==> src/design/cpu_bus_pkg.sv <==
package cpu_bus_pkg;

    // Processor bus widths
    localparam int DATA_W = 8;
    localparam int ADDR_W = 16;

    // Source that drives the internal bus for one cycle
    typedef enum logic [2:0] {
        SB_DL,
        SB_X,
        SB_Y,
        SB_AC,
        SB_ALU
    } sb_src_e;

    // Register written from the internal bus at the end of the cycle
    typedef enum logic [1:0] {
        LOAD_NONE,
        LOAD_X,
        LOAD_Y,
        LOAD_AC
    } reg_load_e;

    // Value placed on the address bus
    typedef enum logic [1:0] {
        ADDR_PC,
        ADDR_OPERAND,
        ADDR_HELD
    } addr_src_e;

endpackage

==> src/design/cpu_ctrl_pkg.sv <==
package cpu_ctrl_pkg;

    // T0 is the opcode fetch
    typedef enum logic [1:0] {
        T0,
        T1,
        T2,
        T3
    } tstate_e;

    typedef enum logic [2:0] {
        ALU_ADC,
        ALU_AND,
        ALU_ORA,
        ALU_EOR,
        ALU_INC,
        ALU_DEC,
        ALU_PASS
    } alu_op_e;

    // Opcode byte, either whole or split as aaa_bbb_cc
    typedef union packed {
        logic [7:0] raw;
        struct packed {
            logic [2:0] group;
            logic [2:0] mode;
            logic [1:0] cls;
        } fld;
    } opcode_u;

    // Field codes of the cc = 01 group
    localparam logic [1:0] CLS_ALU  = 2'b01;
    localparam logic [2:0] MODE_IMM = 3'b010;
    localparam logic [2:0] MODE_ABS = 3'b011;
    localparam logic [2:0] GRP_ORA  = 3'd0;
    localparam logic [2:0] GRP_AND  = 3'd1;
    localparam logic [2:0] GRP_EOR  = 3'd2;
    localparam logic [2:0] GRP_ADC  = 3'd3;
    localparam logic [2:0] GRP_STA  = 3'd4;
    localparam logic [2:0] GRP_LDA  = 3'd5;

    // Opcodes outside the field-decoded group
    localparam logic [7:0] OP_LDX_IMM = 8'hA2;
    localparam logic [7:0] OP_LDX_ABS = 8'hAE;
    localparam logic [7:0] OP_LDY_IMM = 8'hA0;
    localparam logic [7:0] OP_LDY_ABS = 8'hAC;
    localparam logic [7:0] OP_STX_ABS = 8'h8E;
    localparam logic [7:0] OP_STY_ABS = 8'h8C;
    localparam logic [7:0] OP_TAX     = 8'hAA;
    localparam logic [7:0] OP_TAY     = 8'hA8;
    localparam logic [7:0] OP_TXA     = 8'h8A;
    localparam logic [7:0] OP_TYA     = 8'h98;
    localparam logic [7:0] OP_INX     = 8'hE8;
    localparam logic [7:0] OP_INY     = 8'hC8;
    localparam logic [7:0] OP_DEX     = 8'hCA;
    localparam logic [7:0] OP_DEY     = 8'h88;
    localparam logic [7:0] OP_CLC     = 8'h18;
    localparam logic [7:0] OP_SEC     = 8'h38;
    localparam logic [7:0] OP_NOP     = 8'hEA;
    localparam logic [7:0] OP_JMP_ABS = 8'h4C;

endpackage

==> src/design/alu.sv <==
`timescale 1ns/1ps

module alu
    import cpu_bus_pkg::*;
    import cpu_ctrl_pkg::*;
(
    input  logic              i_clk,
    input  logic              i_reset,
    input  alu_op_e           i_op,
    input  logic              i_load,
    input  logic [DATA_W-1:0] i_a,
    input  logic [DATA_W-1:0] i_b,
    input  logic              i_carry_set,
    input  logic              i_carry_clr,
    output logic [DATA_W-1:0] o_result
);

    // Status bit positions, N Z C
    localparam int ST_C = 0;
    localparam int ST_Z = 1;
    localparam int ST_N = 2;

    logic [2:0]        r_status;
    logic [DATA_W-1:0] r_result;
    logic [DATA_W:0]   sum;
    logic [DATA_W-1:0] result;

    assign sum = {1'b0, i_a} + {1'b0, i_b} + {{DATA_W{1'b0}}, r_status[ST_C]};

    always_comb begin
        case (i_op)
            ALU_ADC: result = sum[DATA_W-1:0];
            ALU_AND: result = i_a & i_b;
            ALU_ORA: result = i_a | i_b;
            ALU_EOR: result = i_a ^ i_b;
            ALU_INC: result = i_b + 1'b1;
            ALU_DEC: result = i_b - 1'b1;
            default: result = i_b;
        endcase
    end

    always_ff @(posedge i_clk) begin
        if (i_load) r_result <= result;
    end

    always_ff @(posedge i_clk) begin
        if (i_reset) begin
            r_status <= '0;
        end else begin
            if (i_carry_clr) r_status[ST_C] <= 1'b0;
            else if (i_carry_set) r_status[ST_C] <= 1'b1;
            else if (i_load && i_op == ALU_ADC) r_status[ST_C] <= sum[DATA_W];
            if (i_load) begin
                r_status[ST_Z] <= (result == '0);
                r_status[ST_N] <= result[DATA_W-1];
            end
        end
    end

    assign o_result = r_result;

endmodule

==> src/design/bus_router.sv <==
`timescale 1ns/1ps

module bus_router
    import cpu_bus_pkg::*;
(
    input  logic              i_clk,
    input  logic              i_reset,
    input  logic [DATA_W-1:0] i_data,
    input  logic              i_dl_load_lo,
    input  logic              i_dl_load_hi,
    input  sb_src_e           i_sb_src,
    input  addr_src_e         i_addr_src,
    input  logic              i_rw,
    input  logic [ADDR_W-1:0] i_pc,
    input  logic [DATA_W-1:0] i_x,
    input  logic [DATA_W-1:0] i_y,
    input  logic [DATA_W-1:0] i_ac,
    input  logic [DATA_W-1:0] i_alu,
    output logic [DATA_W-1:0] o_bus,
    output logic [ADDR_W-1:0] o_target,
    output logic [ADDR_W-1:0] o_address,
    output logic [DATA_W-1:0] o_data
);

    // Operand address bytes
    logic [DATA_W-1:0] r_adl;
    logic [DATA_W-1:0] r_adh;
    logic [ADDR_W-1:0] r_address;
    logic [DATA_W-1:0] r_dor;

    always_ff @(posedge i_clk) begin
        if (i_dl_load_lo) r_adl <= i_data;
        if (i_dl_load_hi) r_adh <= i_data;
    end

    always_ff @(posedge i_clk) begin
        if (i_reset) begin
            r_address <= '0;
            r_dor     <= '0;
        end else begin
            r_address <= o_address;
            r_dor     <= o_data;
        end
    end

    // Memory reads combinationally, so the input byte is used as it arrives
    always_comb begin
        case (i_sb_src)
            SB_X:    o_bus = i_x;
            SB_Y:    o_bus = i_y;
            SB_AC:   o_bus = i_ac;
            SB_ALU:  o_bus = i_alu;
            default: o_bus = i_data;
        endcase
    end

    always_comb begin
        case (i_addr_src)
            ADDR_OPERAND: o_address = {r_adh, r_adl};
            ADDR_HELD:    o_address = r_address;
            default:      o_address = i_pc;
        endcase
    end

    // JMP takes the high byte straight off the data bus
    assign o_target = {i_data, r_adl};
    assign o_data   = i_rw ? r_dor : o_bus;

endmodule

==> src/design/cpu6502_lite.sv <==
`timescale 1ns/1ps

module cpu6502_lite
    import cpu_bus_pkg::*;
    import cpu_ctrl_pkg::*;
#(
    parameter logic [ADDR_W-1:0] RESET_VECTOR = 16'h0200
) (
    input  logic              i_clk,
    input  logic              i_reset,
    input  logic [DATA_W-1:0] i_data,
    output logic [ADDR_W-1:0] o_address,
    output logic [DATA_W-1:0] o_data,
    // 1 = read, 0 = write
    output logic              o_rw,
    output logic              o_sync
);

    // Control from the decoder
    logic      w_pc_inc;
    logic      w_pc_load;
    logic      w_dl_load_lo;
    logic      w_dl_load_hi;
    addr_src_e w_addr_src;
    sb_src_e   w_sb_src;
    reg_load_e w_reg_load;
    alu_op_e   w_alu_op;
    logic      w_alu_load;
    logic      w_carry_set;
    logic      w_carry_clr;

    // Datapath
    logic [ADDR_W-1:0] w_pc;
    logic [ADDR_W-1:0] w_target;
    logic [DATA_W-1:0] w_bus;
    logic [DATA_W-1:0] w_x;
    logic [DATA_W-1:0] w_y;
    logic [DATA_W-1:0] w_ac;
    logic [DATA_W-1:0] w_alu;

    timing_decoder decoder (
        .i_clk        (i_clk),
        .i_reset      (i_reset),
        .i_data       (i_data),
        .o_sync       (o_sync),
        .o_rw         (o_rw),
        .o_pc_inc     (w_pc_inc),
        .o_pc_load    (w_pc_load),
        .o_dl_load_lo (w_dl_load_lo),
        .o_dl_load_hi (w_dl_load_hi),
        .o_addr_src   (w_addr_src),
        .o_sb_src     (w_sb_src),
        .o_reg_load   (w_reg_load),
        .o_alu_op     (w_alu_op),
        .o_alu_load   (w_alu_load),
        .o_carry_set  (w_carry_set),
        .o_carry_clr  (w_carry_clr)
    );

    program_counter #(
        .RESET_VECTOR (RESET_VECTOR)
    ) pc (
        .i_clk    (i_clk),
        .i_reset  (i_reset),
        .i_inc    (w_pc_inc),
        .i_load   (w_pc_load),
        .i_target (w_target),
        .o_pc     (w_pc)
    );

    register_file regs (
        .i_clk   (i_clk),
        .i_reset (i_reset),
        .i_load  (w_reg_load),
        .i_bus   (w_bus),
        .o_x     (w_x),
        .o_y     (w_y),
        .o_ac    (w_ac)
    );

    alu alu (
        .i_clk       (i_clk),
        .i_reset     (i_reset),
        .i_op        (w_alu_op),
        .i_load      (w_alu_load),
        .i_a         (w_ac),
        .i_b         (w_bus),
        .i_carry_set (w_carry_set),
        .i_carry_clr (w_carry_clr),
        .o_result    (w_alu)
    );

    bus_router routing (
        .i_clk        (i_clk),
        .i_reset      (i_reset),
        .i_data       (i_data),
        .i_dl_load_lo (w_dl_load_lo),
        .i_dl_load_hi (w_dl_load_hi),
        .i_sb_src     (w_sb_src),
        .i_addr_src   (w_addr_src),
        .i_rw         (o_rw),
        .i_pc         (w_pc),
        .i_x          (w_x),
        .i_y          (w_y),
        .i_ac         (w_ac),
        .i_alu        (w_alu),
        .o_bus        (w_bus),
        .o_target     (w_target),
        .o_address    (o_address),
        .o_data       (o_data)
    );

endmodule

==> src/design/program_counter.sv <==
`timescale 1ns/1ps

module program_counter
    import cpu_bus_pkg::*;
#(
    parameter logic [ADDR_W-1:0] RESET_VECTOR = 16'h0200
) (
    input  logic              i_clk,
    input  logic              i_reset,
    input  logic              i_inc,
    input  logic              i_load,
    input  logic [ADDR_W-1:0] i_target,
    output logic [ADDR_W-1:0] o_pc
);

    logic [DATA_W-1:0] r_pcl;
    logic [DATA_W-1:0] r_pch;
    // Low byte plus one, with the carry into PCH on top
    logic [DATA_W:0]   pcl_inc;

    assign pcl_inc = {1'b0, r_pcl} + 1'b1;

    always_ff @(posedge i_clk) begin
        if (i_reset) begin
            {r_pch, r_pcl} <= RESET_VECTOR;
        end else if (i_load) begin
            {r_pch, r_pcl} <= i_target;
        end else if (i_inc) begin
            r_pcl <= pcl_inc[DATA_W-1:0];
            r_pch <= r_pch + DATA_W'(pcl_inc[DATA_W]);
        end
    end

    assign o_pc = {r_pch, r_pcl};

endmodule

==> src/design/register_file.sv <==
`timescale 1ns/1ps

module register_file
    import cpu_bus_pkg::*;
(
    input  logic              i_clk,
    input  logic              i_reset,
    input  reg_load_e         i_load,
    input  logic [DATA_W-1:0] i_bus,
    output logic [DATA_W-1:0] o_x,
    output logic [DATA_W-1:0] o_y,
    output logic [DATA_W-1:0] o_ac
);

    // Index registers
    logic [DATA_W-1:0] r_x;
    logic [DATA_W-1:0] r_y;

    // Accumulator
    logic [DATA_W-1:0] r_ac;

    always_ff @(posedge i_clk) begin
        if (i_reset) begin
            r_x  <= '0;
            r_y  <= '0;
            r_ac <= '0;
        end else begin
            case (i_load)
                LOAD_X: begin
                    r_x <= i_bus;
                end
                LOAD_Y: begin
                    r_y <= i_bus;
                end
                LOAD_AC: begin
                    r_ac <= i_bus;
                end
                LOAD_NONE: ;
                default: ;
            endcase
        end
    end

    assign o_x  = r_x;
    assign o_y  = r_y;
    // Also operand A of the ALU
    assign o_ac = r_ac;

endmodule

==> src/design/timing_decoder.sv <==
`timescale 1ns/1ps

module timing_decoder
    import cpu_bus_pkg::*;
    import cpu_ctrl_pkg::*;
(
    input  logic              i_clk,
    input  logic              i_reset,
    input  logic [DATA_W-1:0] i_data,
    output logic              o_sync,
    output logic              o_rw,
    output logic              o_pc_inc,
    output logic              o_pc_load,
    output logic              o_dl_load_lo,
    output logic              o_dl_load_hi,
    output addr_src_e         o_addr_src,
    output sb_src_e           o_sb_src,
    output reg_load_e         o_reg_load,
    output alu_op_e           o_alu_op,
    output logic              o_alu_load,
    output logic              o_carry_set,
    output logic              o_carry_clr
);

    opcode_u   r_ir;
    tstate_e   r_state;
    tstate_e   last_state;
    // ALU result still to be written back in the next T0
    reg_load_e r_wb;

    logic      mode_imm;
    logic      mode_abs;
    logic      op_imm;
    logic      op_abs;
    logic      op_jmp;
    logic      op_store;
    logic      op_alu;
    logic      op_clc;
    logic      op_sec;
    reg_load_e op_dest;
    sb_src_e   op_src;
    alu_op_e   op_alu_op;
    logic      write_cycle;

    assign mode_imm = (r_ir.fld.mode == MODE_IMM);
    assign mode_abs = (r_ir.fld.mode == MODE_ABS);

    always_comb begin
        op_imm    = 1'b0;
        op_abs    = 1'b0;
        op_jmp    = 1'b0;
        op_store  = 1'b0;
        op_alu    = 1'b0;
        op_clc    = 1'b0;
        op_sec    = 1'b0;
        op_dest   = LOAD_NONE;
        op_src    = SB_DL;
        op_alu_op = ALU_PASS;
        if (r_ir.fld.cls == CLS_ALU) begin
            // Only immediate ALU ops and absolute LDA/STA are supported here
            case (r_ir.fld.group)
                GRP_ORA: begin
                    op_alu    = mode_imm;
                    op_alu_op = ALU_ORA;
                end
                GRP_AND: begin
                    op_alu    = mode_imm;
                    op_alu_op = ALU_AND;
                end
                GRP_EOR: begin
                    op_alu    = mode_imm;
                    op_alu_op = ALU_EOR;
                end
                GRP_ADC: begin
                    op_alu    = mode_imm;
                    op_alu_op = ALU_ADC;
                end
                GRP_LDA: begin
                    op_imm  = mode_imm;
                    op_abs  = mode_abs;
                    op_dest = LOAD_AC;
                end
                GRP_STA: begin
                    op_abs   = mode_abs;
                    op_store = mode_abs;
                    op_src   = SB_AC;
                end
                default: ;
            endcase
            if (op_alu) begin
                op_imm  = 1'b1;
                op_dest = LOAD_AC;
            end
        end else begin
            case (r_ir.raw)
                OP_LDX_IMM: begin
                    op_imm  = 1'b1;
                    op_dest = LOAD_X;
                end
                OP_LDX_ABS: begin
                    op_abs  = 1'b1;
                    op_dest = LOAD_X;
                end
                OP_LDY_IMM: begin
                    op_imm  = 1'b1;
                    op_dest = LOAD_Y;
                end
                OP_LDY_ABS: begin
                    op_abs  = 1'b1;
                    op_dest = LOAD_Y;
                end
                OP_STX_ABS: begin
                    op_abs   = 1'b1;
                    op_store = 1'b1;
                    op_src   = SB_X;
                end
                OP_STY_ABS: begin
                    op_abs   = 1'b1;
                    op_store = 1'b1;
                    op_src   = SB_Y;
                end
                OP_TAX: begin
                    op_src  = SB_AC;
                    op_dest = LOAD_X;
                end
                OP_TAY: begin
                    op_src  = SB_AC;
                    op_dest = LOAD_Y;
                end
                OP_TXA: begin
                    op_src  = SB_X;
                    op_dest = LOAD_AC;
                end
                OP_TYA: begin
                    op_src  = SB_Y;
                    op_dest = LOAD_AC;
                end
                OP_INX: begin
                    op_alu    = 1'b1;
                    op_alu_op = ALU_INC;
                    op_src    = SB_X;
                    op_dest   = LOAD_X;
                end
                OP_INY: begin
                    op_alu    = 1'b1;
                    op_alu_op = ALU_INC;
                    op_src    = SB_Y;
                    op_dest   = LOAD_Y;
                end
                OP_DEX: begin
                    op_alu    = 1'b1;
                    op_alu_op = ALU_DEC;
                    op_src    = SB_X;
                    op_dest   = LOAD_X;
                end
                OP_DEY: begin
                    op_alu    = 1'b1;
                    op_alu_op = ALU_DEC;
                    op_src    = SB_Y;
                    op_dest   = LOAD_Y;
                end
                OP_CLC:     op_clc = 1'b1;
                OP_SEC:     op_sec = 1'b1;
                OP_JMP_ABS: op_jmp = 1'b1;
                // Unknown opcodes run as NOP
                default: ;
            endcase
        end
    end

    always_comb begin
        if (op_abs) last_state = T3;
        else if (op_jmp) last_state = T2;
        else last_state = T1;
    end

    always_ff @(posedge i_clk) begin
        if (i_reset) begin
            r_state  <= T0;
            r_ir.raw <= OP_NOP;
            r_wb     <= LOAD_NONE;
        end else begin
            if (r_state != last_state) begin
                r_state <= tstate_e'(r_state + 2'd1);
            end else begin
                r_state <= T0;
            end
            if (r_state == T0) r_ir.raw <= i_data;
            // Write-back is consumed in T0 and armed again by an ALU op in T1
            if (r_state == T1 && op_alu) r_wb <= op_dest;
            else if (r_state == T0) r_wb <= LOAD_NONE;
        end
    end

    always_comb begin
        write_cycle  = 1'b0;
        o_pc_inc     = 1'b0;
        o_pc_load    = 1'b0;
        o_dl_load_lo = 1'b0;
        o_dl_load_hi = 1'b0;
        o_addr_src   = ADDR_PC;
        o_sb_src     = op_src;
        o_reg_load   = LOAD_NONE;
        o_alu_op     = op_alu_op;
        o_alu_load   = 1'b0;
        o_carry_set  = 1'b0;
        o_carry_clr  = 1'b0;
        case (r_state)
            T0: begin
                o_pc_inc   = 1'b1;
                o_sb_src   = SB_ALU;
                o_reg_load = r_wb;
            end
            T1: begin
                if (op_abs || op_jmp) begin
                    o_pc_inc     = 1'b1;
                    o_dl_load_lo = 1'b1;
                end else begin
                    // Implied ops keep the fetch address on the bus
                    o_pc_inc    = op_imm;
                    o_addr_src  = op_imm ? ADDR_PC : ADDR_HELD;
                    o_alu_load  = op_alu;
                    o_reg_load  = op_alu ? LOAD_NONE : op_dest;
                    o_carry_set = op_sec;
                    o_carry_clr = op_clc;
                end
            end
            T2: begin
                if (op_jmp) begin
                    o_pc_load = 1'b1;
                end else begin
                    o_pc_inc     = 1'b1;
                    o_dl_load_hi = 1'b1;
                end
            end
            T3: begin
                o_addr_src  = ADDR_OPERAND;
                write_cycle = op_store;
                o_reg_load  = op_dest;
            end
            default: ;
        endcase
    end

    // Reset must block a store that is already on the bus
    assign o_rw   = !(write_cycle && !i_reset);
    assign o_sync = (r_state == T0) && !i_reset;

endmodule

==> config.mk <==
export PLATFORM = sky130hd
export DESIGN_NAME = cpu6502_lite
export DESIGN_NICKNAME = d
export VERILOG_FILES = /design/src/design/cpu_bus_pkg.sv /design/src/design/cpu_ctrl_pkg.sv /design/src/design/alu.sv /design/src/design/bus_router.sv /design/src/design/cpu6502_lite.sv /design/src/design/program_counter.sv /design/src/design/register_file.sv /design/src/design/timing_decoder.sv
export SDC_FILE = /design/constraint.sdc
export NUM_CORES = 1
export LEC_CHECK = 0
export ABC_CLOCK_PERIOD_IN_PS = 6300
export BUFFER_PORTS_ARGS = -buffer_cell sky130_fd_sc_hd__buf_2
export CAP_MARGIN = 10
export CORE_MARGIN = 8
export CORE_UTILIZATION = 55
export CTS_BUF_LIST = sky130_fd_sc_hd__clkbuf_2
export CTS_CLUSTER_SIZE = 30
export DETAILED_ROUTE_END_ITERATION = 8
export PLACE_DENSITY_LB_ADDON = 0.2
export SYNTH_ARGS = -nofsm -noshare
export SYNTH_HDL_FRONTEND = slang
export SYNTH_HIERARCHICAL = 1
export SYNTH_SLANG_ARGS = --single-unit
export TNS_END_PERCENT = 10
==> constraint.sdc <==
create_clock -name i_clk -period 6.3 [get_ports i_clk]
set_clock_uncertainty 0.1 [all_clocks]
set_input_delay 0.63 -clock i_clk [delete_from_list [all_inputs] [get_ports i_clk]]
set_output_delay 0.63 -clock i_clk [all_outputs]
set_load 0.01 [all_outputs]
==> impl_metrics.sql, run 1 <==
INSERT INTO impl_metrics (metric_group, metric, value, unit) VALUES
('status', 'run_status', 'complete, no violations', ''),
('detailed_routing', 'postRouteAntennaNets', '0', ''),
('sta', 'report.final.slew_viol_count', '0', ''),
('floorplanning', 'die_area', '0.01587', 'mm2'),
('cts', 'clock_latency', '0.58', 'ns'),
('synth', 'synth.top_cell.area_share', '0.2317', ''),
('worst_setup_path', 'worstSetupStartpointType', 'flop', ''),
('synth', 'post_synth_num_cell_types', '77', ''),
('cts', 'numClockSinks', '101', ''),
('cts', 'h-tree-depth', '3', ''),
('synth', 'synth_enable_flop_cells', '24', ''),
('worst_setup_path', 'worst_r2r_endpoint', 'alu/o_result[7]', ''),
('worst_setup_path', 'rr_worst_depth', '16', ''),
('worst_setup_path', 'worstPathMaxFanout', '14', ''),
('sta', 'setup_total_negative_slack', '0', 'ns'),
('worst_setup_path', 'critical_path_at', '5.65', 'ns'),
('sta', 'finalCritPeriodShare', '0.8550', ''),
('cts', 'cts_tree', 'built', ''),
('final_layout', 'areaGrowthSynthToFinish', '3.009', '%'),
('sta', 'timing_worst_slew_pin_value', '1.142', 'ns'),
('floorplanning', 'initial_utilization', '0.5586', ''),
('grt', 'gr-total-overflow', '0', ''),
('synth', 'synth_fp_nets', '795', ''),
('worst_setup_path', 'cp_data_required_time', '6.57', 'ns'),
('synth', 'avgSynthCellArea', '8.836', 'um2'),
('cts', 'cts_hold_repair.buffers', '0', ''),
('cts', 'clock-root-buffer', 'sky130_fd_sc_hd__clkbuf_2', ''),
('sta', 'worst_slew_margin_rel', '0.2348', ''),
('synth', 'synth.most_common_cell', 'sky130_fd_sc_hd__dfxtp_1', ''),
('sta', 'final.min_clock_period', '5.387', 'ns'),
('synth', 'synth_top_cell_by_area', 'sky130_fd_sc_hd__dfxtp_1', ''),
('synth', 'synth.cell_area', '0.006654', 'mm2'),
('cts', 'cts.clk_slew.worst_paths', '0.28', 'ns'),
('synth', 'leading_cell_types_by_count_after_synthesis', 'sky130_fd_sc_hd__dfxtp_1, sky130_fd_sc_hd__nand2_1, sky130_fd_sc_hd__nand2b_1', ''),
('grt', 'grt_antenna_before_repair', '0', ''),
('hold_path', 'hp-class', 'in2reg', ''),
('floorplanning', 'die-width', '126.0', 'um'),
('placement', 'gp_congestion', '0.8971', ''),
('detailed_routing', 'wl_per_cell', '19.10', 'um'),
('detailed_routing', 'post_drt_via_cell_ratio', '6.223', ''),
('detailed_routing', 'drtPass1Iterations', '6', ''),
('synth', 'post_synth_inst_count', '753', ''),
('power_and_ir_drop', 'vdd_ir_max', '0.08870', 'mV'),
('grt', 'grt_pass1_vias', '5213', ''),
('detailed_routing', 'drcViolationCount', '0', ''),
('sta', 'report.final.hold_viol_count', '0', ''),
('detailed_routing', 'postRouteWirelength', '17.22', 'mm'),
('final_layout', 'insertedDiodeCount', '0', ''),
('cts', 'clk_path_buf_depth', '2', ''),
('detailed_routing', 'first_iter_violations', '697', ''),
('synth', 'share_of_synthesized_area_occupied_by_flip_flops_and_latches', '0.3400', ''),
('power_and_ir_drop', 'cellLeakagePower', '2.593', 'nW'),
('worst_setup_path', 'endpoint', 'alu/o_result[7]', ''),
('placement', 'buffer_ports.inserted', '35', ''),
('final_layout', 'finalNetCount', '792', ''),
('floorplanning', 'design.portCount', '36', ''),
('grt', 'grt_first_pass_wirelength', '27.92', 'mm'),
('worst_setup_path', 'end_kind', 'flop', ''),
('cts', 'cts_setup_buffers', '0', ''),
('grt', 'grt_max_degree', '81', ''),
('grt', 'grt_total_usage', '0.2169', ''),
('sta', 'finalSetupViolCount', '0', ''),
('synth', 'synth_flop_cell', 'sky130_fd_sc_hd__dfxtp_1', ''),
('detailed_routing', 'vias', '5613', ''),
('floorplanning', 'floorplan.die.height', '126.0', 'um'),
('power_and_ir_drop', 'power.density', '208.4', 'mW/mm2'),
('worst_setup_path', 'timing.rr.start', 'decoder/r_ir[7]', ''),
('sta', 'max_freq', '185.6', 'MHz'),
('synth', 'ys_warn_count', '6', ''),
('floorplanning', 'core', '0.01191', 'mm2'),
('synth', 'synth_seq_cells', '101', '');
==> critical path: stages, from the launching register on <==
cell	delay, ns
sky130_fd_sc_hd__dfxtp_1	0.63
sky130_fd_sc_hd__nand2b_1	0.29
sky130_fd_sc_hd__o21ai_0	0.24
sky130_fd_sc_hd__a21o_1	0.17
sky130_fd_sc_hd__o21a_1	0.52
sky130_fd_sc_hd__and2_1	0.39
sky130_fd_sc_hd__a221o_1	0.22
sky130_fd_sc_hd__a311oi_2	0.05
sky130_fd_sc_hd__nor2_1	0.50
sky130_fd_sc_hd__inv_1	0.21
sky130_fd_sc_hd__ha_1	0.35
sky130_fd_sc_hd__a211oi_1	0.24
sky130_fd_sc_hd__o21ai_0	0.15
sky130_fd_sc_hd__o311ai_0	0.42
sky130_fd_sc_hd__mux2i_1	0.34
sky130_fd_sc_hd__nand3_1	0.12
sky130_fd_sc_hd__o211a_1	0.21
==> stage by stage <==
step                cell area, um2  setup WS, ns  utilization  hold WS [ns]  std cells
floorplan                     6654         1.889            -        0.3436        753
global placement              6765         1.183       0.5680        0.3635        886
detailed placement            6765         1.084       0.5680        0.3707        886
CTS                           6854        0.9800       0.5754        0.1527        902
global route                  6854        0.4887       0.5754        0.1438        902
finish                        6854        0.9133       0.5754        0.2158        902
==> metal layers <==
metal  vias to the layer above  track usage  routed length [um]
li1                       2715            -                   -
met4                         0      0.07856                 276
met1                      2659       0.3123                8303
met2                       214       0.3114                7298
met5                         -            0                   0
met3                        25      0.04388                1347
==> cell usage in the layout (no fill, tap or decap), types with 3 or more instances in the layout <==
master                     Yosys  routed
sky130_fd_sc_hd__a211oi_1     16      16
sky130_fd_sc_hd__a21oi_1      39      39
sky130_fd_sc_hd__a221o_1       8       8
sky130_fd_sc_hd__a22oi_1      20      20
sky130_fd_sc_hd__a311oi_1      3       3
sky130_fd_sc_hd__a311oi_2      8       8
sky130_fd_sc_hd__a31oi_1       6       6
sky130_fd_sc_hd__a41oi_1       3       3
sky130_fd_sc_hd__and2_1        6       6
sky130_fd_sc_hd__buf_2         9      35
sky130_fd_sc_hd__buf_4        12       8
sky130_fd_sc_hd__clkbuf_2      0      11
sky130_fd_sc_hd__dfxtp_1      77      77
sky130_fd_sc_hd__edfxtp_1     24      24
sky130_fd_sc_hd__ha_1         30      30
sky130_fd_sc_hd__inv_1        34      34
sky130_fd_sc_hd__mux2_2        4       4
sky130_fd_sc_hd__mux2i_1      34      34
sky130_fd_sc_hd__mux4_2        3       3
sky130_fd_sc_hd__nand2_1      57      57
sky130_fd_sc_hd__nand2b_1     53      53
sky130_fd_sc_hd__nand3_1       8       8
sky130_fd_sc_hd__nand3b_1      5       5
sky130_fd_sc_hd__nand4_1      10      10
sky130_fd_sc_hd__nand4b_1      3       3
sky130_fd_sc_hd__nor2_1       51      51
sky130_fd_sc_hd__nor2b_1      24      24
sky130_fd_sc_hd__nor3_1       11      11
sky130_fd_sc_hd__nor3b_1       7       7
sky130_fd_sc_hd__nor4bb_1      8       8
sky130_fd_sc_hd__o211ai_1      6       6
sky130_fd_sc_hd__o21a_1       12      12
sky130_fd_sc_hd__o21ai_0      39      39
sky130_fd_sc_hd__o21ai_1      11      11
sky130_fd_sc_hd__o31ai_1       3       3
sky130_fd_sc_hd__or3_1         7       7
sky130_fd_sc_hd__xnor2_1       6       6
sky130_fd_sc_hd__xor2_1       11      11
==> layout make-up <==
class	count	area, um2	area share
repair buffers	43	235.2	0.03432
clock inverters	5	33.78	0.004929
well taps	147	183.9	0.02683
multi-input cells	560	3953	0.5767
inverters	35	131.4	0.01917
clock buffers	11	55.05	0.008032
flip-flops and latches	101	2262	0.3300
==> flip-flops by register name, indices dropped and copies added, names as in the netlist <==
| register | count |
|---|---|
| decoder/r_state | 2 |
| decoder/r_ir | 8 |
| routing/r_dor | 8 |
| decoder/r_wb | 2 |
| pc/r_pch | 8 |
| alu/r_status | 1 |
| regs/o_x | 8 |
| routing/r_adl | 8 |
| regs/o_y | 8 |
| pc/r_pcl | 8 |
| routing/r_adh | 8 |
| routing/r_address | 16 |
| regs/o_ac | 8 |
| alu/o_result | 8 |
==> power by group <==
| group | internal, mW | switching, mW | total [mW] |
|---|---|---|---|
| clock | 0.0583 | 0.223 | 0.282 |
| combinational | 0.167 | 0.260 | 0.427 |
| sequential | 0.691 | 0.0286 | 0.720 |
==> kinds of logic (layout without fill, tap and decap cells) <==
family,after synthesis,count (layout),share of synthesized area
muxes,41,41,0.06807
adders and majority gates,32,32,0.06243
and+or+nand+nor,267,267,0.2219
xor gates and xnor gates,17,17,0.02238
buffers and inverters,92,94,0.06713
AOI/OAI and AO/OA,203,203,0.2181
DFF,101,101,0.3400
==> worst min-delay path by stage <==
| stage | endpoint | depth (start not counted) | startpoint |
|---|---|---|---|
| global placement | regs/o_y[4] | 2 | regs/o_y[4] |
| floorplan | regs/o_y[4] | 2 | regs/o_y[4] |
| detailed placement | regs/o_y[4] | 2 | regs/o_y[4] |
| CTS | routing/r_adl[0] | 1 | i_data[0] |
| finish | routing/r_adl[0] | 1 | i_data[0] |
| global route | routing/r_adl[0] | 1 | i_data[0] |
(Power assumes the default switching activity.)
==> run 2, diff against run 1 <==
==> constraint.sdc (replaced) <==
create_clock -name i_clk -period 6.3 [get_ports i_clk]
set_clock_uncertainty 0.1 [all_clocks]
set_input_delay 1.26 -clock i_clk [delete_from_list [all_inputs] [get_ports i_clk]]
set_output_delay 1.26 -clock i_clk [all_outputs]
set_load 0.01 [all_outputs]
==> run 2 against run 1 <==
  * Combinational power hardly changed
  * First-iteration DRC count decreased by 21%
  * Register-to-register slack hardly changed
  * Final cell count unchanged
  * Sequential cell count stayed put
  * Largest cell class unchanged
==> impl_metrics.sql, run 2 (synthesized netlist as in run 1, its figures left out) <==
INSERT INTO impl_metrics (metric_group, metric, value, unit) VALUES
('grt', 'grt_total_usage', '0.2155', ''),
('grt', 'gr-total-overflow', '0', ''),
('sta', 'hold-worst-slack', '0.3959', 'ns'),
('detailed_routing', 'postRouteWirelength', '16.95', 'mm'),
('sta', 'timing_worst_slew_pin_value', '1.127', 'ns'),
('floorplanning', 'floorplan.die.height', '126.0', 'um'),
('placement', 'buffer_ports.inserted', '35', ''),
('final_layout', 'commonest_non_fill_non_tap_cell_in_the_layout', 'sky130_fd_sc_hd__dfxtp_1', ''),
('floorplanning', 'die-width', '126.0', 'um'),
('cts', 'clock_latency', '0.61', 'ns'),
('power_and_ir_drop', 'cellLeakagePower', '2.599', 'nW'),
('sta', 'unrepaired_setup_endpoints_after_global_routing', 'no', ''),
('sta', 'finalSetupViolCount', '0', ''),
('cts', 'cts_setup_buffers', '0', ''),
('final_layout', 'final_cell_mix', 'sky130_fd_sc_hd__dfxtp_1, sky130_fd_sc_hd__nand2_1, sky130_fd_sc_hd__nand2b_1', ''),
('detailed_routing', 'post_drt_via_cell_ratio', '6.155', ''),
('power_and_ir_drop', 'total_power', '1.462', 'mW'),
('floorplanning', 'die_area', '0.01587', 'mm2'),
('power_and_ir_drop', 'clockPowerShare', '0.217', ''),
('cts', 'cts_tree', 'built', ''),
('sta', 'setup_total_negative_slack', '0', 'ns'),
('cts', 'clk_path_buf_depth', '2', ''),
('status', 'run_status', 'complete, no violations', ''),
('sta', 'max_freq', '185.7', 'MHz'),
('cts', 'cts_buffers', '9', ''),
('final_layout', 'areaGrowthSynthToFinish', '3.385', '%'),
('sta', 'report.final.hold_viol_count', '0', ''),
('detailed_routing', 'vias', '5552', ''),
('final_layout', 'largest-register', 'routing/r_address', ''),
('final_layout', 'final_cells', '902', ''),
('hold_path', 'worst_hold_path.endpoint', 'regs/o_y[4]', ''),
('power_and_ir_drop', 'vdd_ir_max', '0.08315', 'mV'),
('cts', 'cts.clk_slew.worst_paths', '0.27', 'ns'),
('detailed_routing', 'postRouteAntennaNets', '0', ''),
('cts', 'numClockSinks', '101', ''),
('placement', 'dpl.cell_count', '886', ''),
('final_layout', 'n_fill_cell', '1096', ''),
('floorplanning', 'initial_utilization', '0.5586', ''),
('hold_path', 'hp-class', 'reg2reg', ''),
('worst_setup_path', 'setup.reg_to_reg.worst_slack', '0.91', 'ns'),
('power_and_ir_drop', 'power.density', '212.5', 'mW/mm2'),
('worst_setup_path', 'critical_path_at', '5.69', 'ns'),
('power_and_ir_drop', 'p_int', '0.9512', 'mW'),
('floorplanning', 'design.portCount', '36', ''),
('detailed_routing', 'wl_per_cell', '18.79', 'um'),
('worst_setup_path', 'end_kind', 'flop', ''),
('final_layout', 'finalNetCount', '792', ''),
('grt', 'grt_first_pass_wirelength', '27.84', 'mm'),
('detailed_routing', 'drcViolationCount', '0', ''),
('final_layout', 'insertedDiodeCount', '0', ''),
('placement', 'detailed_place_hpwl', '12.24', 'mm'),
('detailed_routing', 'drtPass1Iterations', '5', ''),
('sta', 'final.min_clock_period', '5.386', 'ns'),
('floorplanning', 'core', '0.01191', 'mm2'),
('power_and_ir_drop', 'swShare', '0.3493', ''),
('power_and_ir_drop', 'sequentialPowerShare', '0.492', ''),
('sta', 'finalCritPeriodShare', '0.8549', ''),
('hold_path', 'holdCritStartpoint', 'regs/o_y[4]', ''),
('cts', 'h-tree-depth', '3', ''),
('floorplanning', 'rows', '40', ''),
('final_layout', 'drive_gt1_frac', '0.1139', ''),
('final_layout', 'largest_register_ffs', '16', ''),
('worst_setup_path', 'worstPathMaxFanout', '21', ''),
('sta', 'worst_slew_margin_rel', '0.2455', ''),
('worst_setup_path', 'rr_worst_depth', '18', ''),
('run', 'drv.max_cap_violation_count', '0', ''),
('worst_setup_path', 'cp_data_required_time', '6.60', 'ns'),
('cts', 'cts_hold_repair.buffers', '0', ''),
('grt', 'grt_max_degree', '81', ''),
('sta', 'report.final.slew_viol_count', '0', ''),
('detailed_routing', 'first_iter_violations', '549', ''),
('power_and_ir_drop', 'power.switching', '0.5105', 'mW'),
('cts', 'cts_repair_resize_count', '0', ''),
('power_and_ir_drop', 'power.share.combinational', '0.291', ''),
('hold_path', 'whs_path_depth', '2', ''),
('worst_setup_path', 'worstSetupStartpointType', 'flop', ''),
('worst_setup_path', 'worst_r2r_endpoint', 'alu/o_result[7]', ''),
('worst_setup_path', 'worstSetupPathType', 'reg2reg', ''),
('cts', 'clock-root-buffer', 'sky130_fd_sc_hd__clkbuf_2', ''),
('grt', 'grt_pass1_vias', '5216', ''),
('placement', 'gp_congestion', '0.9144', ''),
('worst_setup_path', 'timing.rr.start', 'decoder/r_ir[5]', ''),
('grt', 'grt_antenna_before_repair', '0', '');
-- run 2: changes by cell type in the layout (fill, tap and decap cells not counted) --
cell | before | now
sky130_fd_sc_hd__bufinv_16 | 0 | 1
sky130_fd_sc_hd__inv_4 | 2 | 0
sky130_fd_sc_hd__clkinv_4 | 0 | 3
sky130_fd_sc_hd__inv_6 | 2 | 0
sky130_fd_sc_hd__clkinv_1 | 2 | 3
sky130_fd_sc_hd__clkbuf_2 | 11 | 10
-- run 2: how the worst max path moves through the flow --
stage                          from              end  slack, ns  cells past startpoint
finish              decoder/r_ir[5]  alu/o_result[7]       0.91                     18
global route        decoder/r_ir[5]  alu/o_result[7]       0.32                     18
CTS                 decoder/r_ir[5]    o_address[15]       0.91                      7
detailed placement  decoder/r_ir[5]  alu/o_result[7]       1.03                     18
global placement    decoder/r_ir[5]  alu/o_result[7]       1.16                     18
floorplan           decoder/r_ir[1]  alu/o_result[7]       1.89                     17
-- run 2: per-layer routing --
| layer | up-vias | GRT usage | share of wire |
|---|---|---|---|
| met4 | 0 | 0.06936 | 0.012 |
| met1 | 2668 | 0.3081 | 0.49 |
| met5 | - | 0 | 0 |
| met3 | 15 | 0.03376 | 0.066 |
| met2 | 160 | 0.3237 | 0.44 |
| li1 | 2709 | - | - |
-- run 2: cell type report --
cell class                 instances  area (um2)  area share
clock buffer                      10       50.05    0.007275
clock inverter                     6       63.81    0.009276
inverter                          35       131.4     0.01910
multi-input combinational        560        3953      0.5746
sequential                       101        2262      0.3288
tap                              147       183.9     0.02674
timing repair buffer              43       235.2     0.03419
-- run 2: per-stage QoR --
stage	setup WS (ns)	utilization	area, um2
2_1_floorplan	1.889	-	6654
3_3_place_gp	1.161	0.5680	6765
3_5_place_dp	1.025	0.5680	6765
4_1_cts	0.9055	0.5775	6879
6_report	0.9144	0.5775	6879
5_1_grt	0.3236	0.5775	6879
-- run 2: power groups by stage --
stage | combinational [mW] | clock, mW | sequential [mW]
CTS | 0.421 | 0.323 | 0.718
floorplan | 0.344 | 0 | 0.714
global route | 0.470 | 0.353 | 0.724
global placement | 0.409 | 0 | 0.731
detailed placement | 0.418 | 0 | 0.731
finish | 0.425 | 0.317 | 0.719
-- run 2: critical path, cell delays in order (launching register included) --
cell and delay, ns:
sky130_fd_sc_hd__dfxtp_1 0.78, sky130_fd_sc_hd__nand2b_1 0.26, sky130_fd_sc_hd__nor2_1 0.14, sky130_fd_sc_hd__a21oi_1 0.06
sky130_fd_sc_hd__o32ai_1 0.25, sky130_fd_sc_hd__and2_1 0.19, sky130_fd_sc_hd__buf_4 0.26, sky130_fd_sc_hd__and2_1 0.34
sky130_fd_sc_hd__a221o_1 0.22, sky130_fd_sc_hd__a311oi_2 0.05, sky130_fd_sc_hd__nor2_1 0.52, sky130_fd_sc_hd__inv_1 0.21
sky130_fd_sc_hd__ha_1 0.35, sky130_fd_sc_hd__a211oi_1 0.26, sky130_fd_sc_hd__o21ai_0 0.16, sky130_fd_sc_hd__o311ai_0 0.39
sky130_fd_sc_hd__mux2i_1 0.33, sky130_fd_sc_hd__nand3_1 0.11, sky130_fd_sc_hd__o211a_1 0.21
